`src/include/io_cfg.svh`:
```
// fixed register map and widths of the io register slice, included by the RTL and the testbench
`ifndef IO_CFG_SVH
`define IO_CFG_SVH

// word addresses on io bus bits [15:2]
`define IO_ADR_FRC_CTRL 14'h3fc0
`define IO_ADR_FRC_CNT 14'h3fc1
`define IO_ADR_FRC_CMP 14'h3fc2
`define IO_ADR_INT_EN 14'h3fc4
`define IO_ADR_INT_PEND 14'h3fc5

// free-running counter and compare register width
`define IO_FRC_WIDTH 32

// read data returned for an address nobody claims
`define IO_UNMAPPED_DATA 32'hdeadbeef

// number of interrupt sources in the collector
`define IO_IRQ_NUM 2

`endif
```
`src/verilog/io_pkg.sv`:
```
// shared types of the io register slice, imported by the decoder, the register blocks and the testbench
package io_pkg;

	// register selected by a bus address
	typedef enum logic [2:0] {
		REG_NONE     = 3'd0, // unmapped
		REG_FRC_CTRL = 3'd1,
		REG_FRC_CNT  = 3'd2, // read only
		REG_FRC_CMP  = 3'd3,
		REG_INT_EN   = 3'd4,
		REG_INT_PEND = 3'd5  // write 1 to clear
	} io_reg_e;

	// bit position of each interrupt source
	// in the enable and pending registers
	typedef enum logic [0:0] {
		IRQ_EXT   = 1'b0, // external pin
		IRQ_TIMER = 1'b1  // frc compare
	} io_irq_e;

endpackage

```
`src/verilog/io_bus_if.sv`:
```
// decoded io bus between the address decoder and the register blocks, one instance per subsystem
`timescale 1ns/1ps

interface io_bus_if;
	import io_pkg::*;

	logic wr_en; // one-cycle write strobe
	io_reg_e wr_sel; // decoded write target
	logic [31:0] wdata;
	logic rd_en; // one-cycle read pulse
	io_reg_e rd_sel; // decoded read target

	modport decoder (
		output wr_en,
		output wr_sel,
		output wdata,
		output rd_en,
		output rd_sel
	);

	modport peripheral (
		input wr_en,
		input wr_sel,
		input wdata,
		input rd_en,
		input rd_sel
	);

endinterface

```
`src/verilog/io_subsys_top.sv`:
```
// top level of the io register slice, connects the decoder, timer, interrupter and read stage
`timescale 1ns/1ps

module io_subsys_top (
	input logic clk,
	input logic i_reset,
	input logic i_dma_io_we,
	input logic [15:2] i_dma_io_wadr,
	input logic [31:0] i_dma_io_wdata,
	input logic i_dma_io_radr_en,
	input logic [15:2] i_dma_io_radr,
	input logic i_interrupt_0,
	output logic [31:0] o_dma_io_rdata,
	output logic o_frc_cntr_val_leq,
	output logic o_g_interrupt,
	output logic o_g_interrupt_1shot
);

	logic [31:0] frc_ctrl;
	logic [31:0] frc_cnt;
	logic [31:0] frc_cmp;
	logic frc_leq; // timer compare level, also to the interrupter
	logic [1:0] int_en;
	logic [1:0] int_pend;

	io_bus_if u_bus ();

	io_addr_decode u_decode (
		.i_dma_io_we(i_dma_io_we),
		.i_dma_io_wadr(i_dma_io_wadr),
		.i_dma_io_wdata(i_dma_io_wdata),
		.i_dma_io_radr_en(i_dma_io_radr_en),
		.i_dma_io_radr(i_dma_io_radr),
		.o_bus(u_bus.decoder)
	);

	io_frc u_frc (
		.clk(clk),
		.i_reset(i_reset),
		.i_bus(u_bus.peripheral),
		.o_frc_ctrl(frc_ctrl),
		.o_frc_cnt(frc_cnt),
		.o_frc_cmp(frc_cmp),
		.o_frc_cntr_val_leq(frc_leq)
	);

	io_interrupter u_interrupter (
		.clk(clk),
		.i_reset(i_reset),
		.i_bus(u_bus.peripheral),
		.i_interrupt_0(i_interrupt_0),
		.i_frc_cntr_val_leq(frc_leq),
		.o_int_en(int_en),
		.o_int_pend(int_pend),
		.o_g_interrupt(o_g_interrupt),
		.o_g_interrupt_1shot(o_g_interrupt_1shot)
	);

	io_read_return u_read_return (
		.clk(clk),
		.i_reset(i_reset),
		.i_bus(u_bus.peripheral),
		.i_frc_ctrl(frc_ctrl),
		.i_frc_cnt(frc_cnt),
		.i_frc_cmp(frc_cmp),
		.i_int_en(int_en),
		.i_int_pend(int_pend),
		.o_dma_io_rdata(o_dma_io_rdata)
	);

	assign o_frc_cntr_val_leq = frc_leq;

endmodule

```
`src/verilog/io_read_return.sv`:
```
// read data stage of the io slice, registers the addressed register one cycle after a read pulse
`timescale 1ns/1ps
`include "io_cfg.svh"

module io_read_return (
	input logic clk,
	input logic i_reset,
	io_bus_if.peripheral i_bus,
	input logic [31:0] i_frc_ctrl,
	input logic [31:0] i_frc_cnt,
	input logic [31:0] i_frc_cmp,
	input logic [1:0] i_int_en,
	input logic [1:0] i_int_pend,
	output logic [31:0] o_dma_io_rdata
);
	import io_pkg::*;

	logic [31:0] rdata_mux;

	always_comb begin
		case (i_bus.rd_sel)
			REG_FRC_CTRL: begin
				rdata_mux = i_frc_ctrl;
			end
			REG_FRC_CNT: begin
				rdata_mux = i_frc_cnt;
			end
			REG_FRC_CMP: begin
				rdata_mux = i_frc_cmp;
			end
			REG_INT_EN: begin
				rdata_mux = {30'd0, i_int_en};
			end
			REG_INT_PEND: begin
				rdata_mux = {30'd0, i_int_pend};
			end
			default: begin
				rdata_mux = `IO_UNMAPPED_DATA; // REG_NONE and spare codes
			end
		endcase
	end

	// holds the last read until the next pulse
	always_ff @(posedge clk) begin
		if (i_reset) begin
			o_dma_io_rdata <= 32'd0;
		end else if (i_bus.rd_en) begin
			o_dma_io_rdata <= rdata_mux;
		end
	end

endmodule

```
`src/verilog/io_interrupter.sv`:
```
// interrupt collector that merges the external pin and the timer compare into the global interrupt
`timescale 1ns/1ps
`include "io_cfg.svh"

module io_interrupter (
	input logic clk,
	input logic i_reset,
	io_bus_if.peripheral i_bus,
	input logic i_interrupt_0,
	input logic i_frc_cntr_val_leq,
	output logic [1:0] o_int_en,
	output logic [1:0] o_int_pend,
	output logic o_g_interrupt,
	output logic o_g_interrupt_1shot
);
	import io_pkg::*;

	logic ext_s1;
	logic ext_s2;
	logic ext_s3; // previous synced value for the edge detect
	logic tmr_d;
	logic [`IO_IRQ_NUM-1:0] int_en;
	logic [`IO_IRQ_NUM-1:0] int_pend;
	logic [`IO_IRQ_NUM-1:0] pend_set;
	logic [`IO_IRQ_NUM-1:0] pend_clr;
	logic en_we;
	logic pend_we;
	logic g_next;

	always_ff @(posedge clk) begin
		if (i_reset) begin
			ext_s1 <= 1'b0;
			ext_s2 <= 1'b0;
			ext_s3 <= 1'b0;
			tmr_d <= 1'b1; // compare level is high out of reset
		end else begin
			ext_s1 <= i_interrupt_0; // async pin
			ext_s2 <= ext_s1;
			ext_s3 <= ext_s2;
			tmr_d <= i_frc_cntr_val_leq;
		end
	end

	assign pend_set[IRQ_EXT] = ext_s2 & ~ext_s3;
	assign pend_set[IRQ_TIMER] = i_frc_cntr_val_leq & ~tmr_d;

	assign en_we = i_bus.wr_en & (i_bus.wr_sel == REG_INT_EN);
	assign pend_we = i_bus.wr_en & (i_bus.wr_sel == REG_INT_PEND);
	assign pend_clr = pend_we ? i_bus.wdata[`IO_IRQ_NUM-1:0] : '0;

	always_ff @(posedge clk) begin
		if (i_reset) begin
			int_en <= '0;
		end else if (en_we) begin
			int_en <= i_bus.wdata[`IO_IRQ_NUM-1:0];
		end
	end

	// a new edge wins over a clear in the same cycle
	always_ff @(posedge clk) begin
		if (i_reset) begin
			int_pend <= '0;
		end else begin
			int_pend <= pend_set | (int_pend & ~pend_clr);
		end
	end

	assign g_next = |(int_pend & int_en);

	// the pulse rises together with the level
	always_ff @(posedge clk) begin
		if (i_reset) begin
			o_g_interrupt <= 1'b0;
			o_g_interrupt_1shot <= 1'b0;
		end else begin
			o_g_interrupt <= g_next;
			o_g_interrupt_1shot <= g_next & ~o_g_interrupt;
		end
	end

	assign o_int_en = int_en;
	assign o_int_pend = int_pend;

endmodule

```
`src/verilog/io_frc.sv`:
```
// free-running counter with run control and compare register, drives the timer compare level
`timescale 1ns/1ps
`include "io_cfg.svh"

module io_frc (
	input logic clk,
	input logic i_reset,
	io_bus_if.peripheral i_bus,
	output logic [31:0] o_frc_ctrl,
	output logic [31:0] o_frc_cnt,
	output logic [31:0] o_frc_cmp,
	output logic o_frc_cntr_val_leq
);
	import io_pkg::*;

	logic run;
	logic [`IO_FRC_WIDTH-1:0] cnt;
	logic [`IO_FRC_WIDTH-1:0] cmp;
	logic leq;
	logic ctrl_we;
	logic cmp_we;
	logic cnt_clr;

	assign ctrl_we = i_bus.wr_en & (i_bus.wr_sel == REG_FRC_CTRL);
	assign cmp_we = i_bus.wr_en & (i_bus.wr_sel == REG_FRC_CMP);
	assign cnt_clr = ctrl_we & i_bus.wdata[1]; // self-clearing, never stored

	always_ff @(posedge clk) begin
		if (i_reset) begin
			run <= 1'b0;
		end else if (ctrl_we) begin
			run <= i_bus.wdata[0];
		end
	end

	// clear beats increment, writes to the count are dropped
	always_ff @(posedge clk) begin
		if (i_reset) begin
			cnt <= '0;
		end else if (cnt_clr) begin
			cnt <= '0;
		end else if (run) begin
			cnt <= cnt + 1'b1;
		end
	end

	always_ff @(posedge clk) begin
		if (i_reset) begin
			cmp <= '0;
		end else if (cmp_we) begin
			cmp <= i_bus.wdata[`IO_FRC_WIDTH-1:0];
		end
	end

	// 0 <= 0 out of reset, so the level starts high
	always_ff @(posedge clk) begin
		if (i_reset) begin
			leq <= 1'b1;
		end else begin
			leq <= (cmp <= cnt); // one cycle behind the count
		end
	end

	assign o_frc_ctrl = {31'd0, run};
	assign o_frc_cnt = cnt;
	assign o_frc_cmp = cmp;
	assign o_frc_cntr_val_leq = leq;

endmodule

```
`src/verilog/io_addr_decode.sv`:
```
// combinational decoder that maps io bus word addresses onto register selects for the slice
`timescale 1ns/1ps
`include "io_cfg.svh"

module io_addr_decode (
	input logic i_dma_io_we,
	input logic [15:2] i_dma_io_wadr,
	input logic [31:0] i_dma_io_wdata,
	input logic i_dma_io_radr_en,
	input logic [15:2] i_dma_io_radr,
	io_bus_if.decoder o_bus
);
	import io_pkg::*;

	io_reg_e wr_sel;
	io_reg_e rd_sel;

	// same lookup for both the write and the read address
	function automatic io_reg_e decode_adr(input logic [15:2] adr);
		io_reg_e sel;
		case (adr)
			`IO_ADR_FRC_CTRL: begin
				sel = REG_FRC_CTRL;
			end
			`IO_ADR_FRC_CNT: begin
				sel = REG_FRC_CNT;
			end
			`IO_ADR_FRC_CMP: begin
				sel = REG_FRC_CMP;
			end
			`IO_ADR_INT_EN: begin
				sel = REG_INT_EN;
			end
			`IO_ADR_INT_PEND: begin
				sel = REG_INT_PEND;
			end
			default: begin
				sel = REG_NONE; // not ours
			end
		endcase
		return sel;
	endfunction

	assign wr_sel = decode_adr(i_dma_io_wadr);
	assign rd_sel = decode_adr(i_dma_io_radr);

	// strobes pass straight through, targets filter on the select
	assign o_bus.wr_en = i_dma_io_we;
	assign o_bus.wr_sel = wr_sel;
	assign o_bus.wdata = i_dma_io_wdata;
	assign o_bus.rd_en = i_dma_io_radr_en;
	assign o_bus.rd_sel = rd_sel;

endmodule

```
`config.mk`:
```
export PLATFORM = sky130hd
export DESIGN_NAME = io_subsys_top
export DESIGN_NICKNAME = d
export VERILOG_FILES = /design/src/verilog/io_pkg.sv /design/src/verilog/io_bus_if.sv /design/src/verilog/io_subsys_top.sv /design/src/verilog/io_read_return.sv /design/src/verilog/io_interrupter.sv /design/src/verilog/io_frc.sv /design/src/verilog/io_addr_decode.sv
export VERILOG_INCLUDE_DIRS = /design/src /design/src/include
export SDC_FILE = /design/constraint.sdc
export NUM_CORES = 1
export LEC_CHECK = 0
export BUFFER_PORTS_ARGS = -buffer_cell sky130_fd_sc_hd__buf_2
export CAP_MARGIN = 20
export CORE_ASPECT_RATIO = 0.8
export CORE_MARGIN = 2
export CORE_UTILIZATION = 32
export DETAILED_ROUTE_END_ITERATION = 16
export PLACE_DENSITY = 0.54
export SLEW_MARGIN = 20
export SYNTH_ARGS = -nofsm -noshare
export SYNTH_HDL_FRONTEND = slang
export SYNTH_SLANG_ARGS = --single-unit
```
`constraint.sdc`:
```
create_clock -name clk -period 5.1 [get_ports clk]
set_input_delay 0.765 -clock clk [delete_from_list [all_inputs] [get_ports clk]]
set_output_delay 0.765 -clock clk [all_outputs]
set_load 0.01 [all_outputs]
```
==> impl.org <==
** Floorplanning
- Number of placement rows :: 42
- The die is 120 µm tall.
- Starting density of the core :: 0.327
- Std-Cell Core Area :: about 0.017 mm²
- 100 I/O pins were placed.
- The die covers about 0.018 mm².
- Chip width :: 149 µm

** CTS
- TritonCTS built the clock tree.
- Buffers inserted during clock tree synthesis total 9.
- Post-CTS timing repair inserted 0 buffers for setup.
- Clk buf depth :: 2
- For the worst-skew pair, the clock arrives at the later sink with an insertion delay of 0.35 ns.
- After clock tree synthesis, the repair step resized 0 gates.
- Count of hold buffers inserted by post-cts repair :: 0
- The root buffer cell chosen for the clock tree is clkbuf_16.
- Clock-pin slew of the registers on the worst-case setup and hold paths :: approximately 0.070 ns
- Number of H-tree levels :: 3
- Clock sink total :: between 100 and 150

** Min path
- The path with the worst hold slack has its endpoint at u_interrupter.o_g_interrupt_1shot.
- Start point of the worst hold path :: u_interrupter.o_g_interrupt
- Number of cells on the worst hold path :: 1
- Worst hold path class :: register to register

** Synthesis
- Number of synthesized register bits :: between 100 and 150
- A synthesized cell averages 8.59 µm².
- Number of nets produced by synthesis :: 729
- Synth cell types :: 47
- In this run, synthesis inferred 0 flip-flops with an integrated enable.
- For this run, the number of Yosys warnings is 0.
- Top post-synthesis cells by area :: dfxtp_1 40%, ha_1 7.6%, a21oi_2 4.8%
- Adder and majority gate portion of the synthesized area :: 0.0762
- The fraction of the mapped netlist area in compound gates is 0.187.
- Most instantiated library cell after synthesis :: dfxtp_1
- The portion of synthesized area spent on multiplexers is 0.0132.
- Post-synth top cells :: 108 x dfxtp_1, 67 x nand2_1, 60 x nor2_1
- Synthesized instance count :: 631
- Synth Flop Type :: dfxtp_1
- The synthesized netlist occupies a cell area of roughly 0.0054 mm².
- After synthesis, the largest family of logic cells by area is simple AND/OR/NAND/NOR gates.
- Of the total synthesized cell area, the portion taken by AND, OR, NAND and NOR gates is 0.224.
- Leading area contributor after synthesis :: dfxtp_1
- Portion of synthesized cell area occupied by the leading cell type :: 0.399
- Fraction of synthesized cell area in xor and xnor cells :: 0.0388
- For this run, the register share of the synthesized area comes to 0.399.
- Share of async-settable or async-resettable flops after synthesis :: 0

** Timing
- Headroom to the max-slew limit :: 0.323
- Setup violations, final :: 0
- Unrepaired setup endpoints after global routing :: false
- Fraction of the cycle the final worst path needs :: 0.551
- The worst path in the final design needs a cycle of 2.81 ns, including I/O delays and setup.
- In the final timing run, aggregate negative setup slack is 0 ns.
- The number of hold-slack violations in the final timing report came to 0.
- Worst slew pin tran :: between 1 and 1.5 ns
- The count of pins over their slew limit was 0.
- Maximum clock skew at final layout :: 0.00693 ns
- Highest clock frequency the design can meet :: between 300 and 400 MHz

** Cells and area
- Storage cell area :: about 0.0022 mm²
- The area growth from synthesis to layout is 17.4%.
- Total of fill cells in the finished design :: between 1500 and 2000
- In the final layout, the share of cells above drive strength 1 is 0.263.
- NumNets Final :: a little over 800
- Core occupancy in the finished layout :: 0.384
- Area used by multi-input combinational logic :: roughly 0.0029 mm²
- Excluding fillers, the count of instances in the completed layout stands at roughly 930.
- Final antenna diode count :: 0
- Cell area after layout :: between 0.006 and 0.007 mm²

** Setup path
- Type of destination of the critical path :: register
- In this run the register-to-register setup slack is around 2.9 ns.
- Traced cell by cell, the critical path runs through buf_2 -> or4b_4 -> nor4_4 -> and3b_2 -> nand2_1 -> a21oi_1.
- For the worst setup path, the data arrival time is slightly above 3 ns.
- In this run the critical register-to-register path is captured at u_frc.o_frc_cntr_val_leq.
- Counting cells, the worst reg-to-reg path comes to 7.
- The worst setup path is launched from an input port.
- Data on the critical path is required at its endpoint by roughly 5.4 ns.
- Critical path type :: input port to register
- Cell with the largest stage delay on the worst path :: and3b_2
- CP max stage delay :: 0.94 ns
- Worst flop-to-flop path startpoint :: u_frc.o_frc_cnt[21]
- Of all nets on the critical path, the largest fanout is 32.

** Placement
- Once detailed placement completed, the half-perimeter wirelength came to 10.2 mm.
- Counting tap cells, the placed design contains a total of between 900 and 1000 instances.
- Placed inst area :: around 0.0060 mm²
- IO Port Bufs :: a little under 100
- The congestion estimate from routability-driven global placement came to around 0.9.

** Power and ir drop
- Power density relative to cell area :: ~280 mW/mm²
- Summed over all cells, the static leakage comes to around 2.3 nW.
- Worst IR drop on VDD :: 0.138 mV

** Routing
- Once detail routing completed, the nets flagged for antenna violations numbered 0.
- Detailed-route wire length per cell :: ~15 µm
- Dividing the detail-routed via count by the number of cells gives around 5.
- Routed metal-1 wirelength :: just over 7 mm
- The first TritonRoute pass finished after 5 iterations.
- Total vias in the final route :: roughly 4700
- For this run, design rule violations remaining after detail routing come to 0.
- Uppermost signal routing layer after detailed routing :: met4
- Summed over all nets, wire length on met2 after detailed routing comes to just over 6 mm.
- Metal3 WL :: slightly below 900 µm
- Count of routing violations after the opening detailed-route iteration :: ~350
- Final Routed Wirelength :: 14.2 mm

** Run status
- Status :: finished, final reports clean

** Job
- Across the run, the number of max-cap violations was 0.

** GRT
- The initial antenna violation count is 0.
- Entering global routing, the biggest net connects 46 pins.
- First-pass GRT wire length :: 22.8 mm
- The total overflow left after global routing is 0.
- Combined global-route utilization of all metal layers :: 0.160
- Via count of the first global-routing pass :: between 4000 and 5000
worst max-delay path by stage:
stage                startpoint                   to
3_3_place_gp   i_dma_io_wadr[5]   u_frc.o_frc_cmp[0]
3_5_place_dp   i_dma_io_wadr[5]   u_frc.o_frc_cmp[1]
2_1_floorplan  i_dma_io_wadr[5]  u_frc.o_frc_cmp[15]
4_1_cts        i_dma_io_wadr[5]   u_frc.o_frc_cmp[1]
6_report       i_dma_io_wadr[5]   u_frc.o_frc_cmp[1]
5_1_grt        i_dma_io_wadr[5]   u_frc.o_frc_cmp[0]
cells by family after synthesis:
group                      count (synthesis)
AOI/OAI and AO/OA                        143
muxes                                      7
DFF                                      108
buffers and inverters                     71
xor gates and xnor gates                  24
adders and majority gates                 33
and+or+nand+nor                          245
report_power, final:
part           total (W)  leakage, nW  switching (W)  internal, W
registers       0.000865        0.878     0.00000738     0.000858
logic          0.0000946         1.26      0.0000550    0.0000396
clock network   0.000800        0.162       0.000309     0.000491
metal layers:
layer  vias up  global-route usage
met3        12              0.0340
li1       2380                   -
met1      2141               0.228
met4         0              0.0369
met5         -                   0
met2       128               0.247
area by class of cell:
type | count | share of cell area
multi-input cells | 452 | 0.460
clock inverters | 4 | 0.0153
inverters | 36 | 0.0212
well taps | 220 | 0.0433
clock buffers | 11 | 0.0382
repair buffers | 103 | 0.0826
flip-flops and latches | 108 | 0.340
critical path: cells and delay by family:
kind / cells / cell delay [ns]
compound gates: 1 / 0.16
buf+inv: 1 / 0.10
simple gates: 4 / 2.04
stage by stage:
| stage | total power, W | setup slack (ns) | hold slack [ns] |
|---|---|---|---|
| after floorplan | 0.000928 | 2.70 | 0.414 |
| after global placement | 0.000979 | 2.02 | 0.411 |
| after detailed placement | 0.000981 | 1.93 | 0.402 |
| after CTS | 0.00178 | 2.29 | 0.411 |
| after global routing | 0.00182 | 2.11 | 0.423 |
| final | 0.00176 | 2.29 | 0.408 |
sequential cells by signal (all words and copies together) (netlist names):
register and cells:
u_frc.o_frc_cnt 32, u_interrupter.o_g_interrupt 1, u_read_return.o_dma_io_rdata 32, u_frc.o_frc_cmp 32
u_interrupter.o_g_interrupt_1shot 1, u_interrupter.ext_s2 1, u_interrupter.o_int_en 2, u_frc.o_frc_cntr_val_leq 1
u_interrupter.o_int_pend 2, u_interrupter.ext_s1 1, u_interrupter.ext_s3 1, u_interrupter.tmr_d 1
u_frc.run 1
placed cells by master (no fill, tap or decap), types with 2 or more instances in the layout:
cell type | netlist | layout
a211oi_1 | 24 | 24
a21o_1 | 2 | 2
a21oi_1 | 23 | 23
a21oi_2 | 30 | 30
a22oi_1 | 31 | 31
a31o_2 | 3 | 3
a31oi_1 | 4 | 4
and3_1 | 2 | 2
buf_2 | 6 | 99
buf_4 | 1 | 4
bufinv_16 | 0 | 3
clkbuf_16 | 0 | 9
dfxtp_1 | 108 | 108
ha_1 | 33 | 33
inv_1 | 36 | 36
mux2i_1 | 6 | 6
nand2_1 | 67 | 67
nand2_2 | 30 | 30
nand2b_1 | 6 | 6
nand3_1 | 17 | 17
nand4_1 | 20 | 20
nor2_1 | 60 | 60
nor2b_1 | 6 | 6
nor3_1 | 15 | 15
nor4_1 | 9 | 9
o21ai_0 | 18 | 18
o21bai_1 | 2 | 2
or2_2 | 3 | 3
or3_1 | 2 | 2
xnor2_1 | 24 | 24
Power figures use the tool's default switching activity.
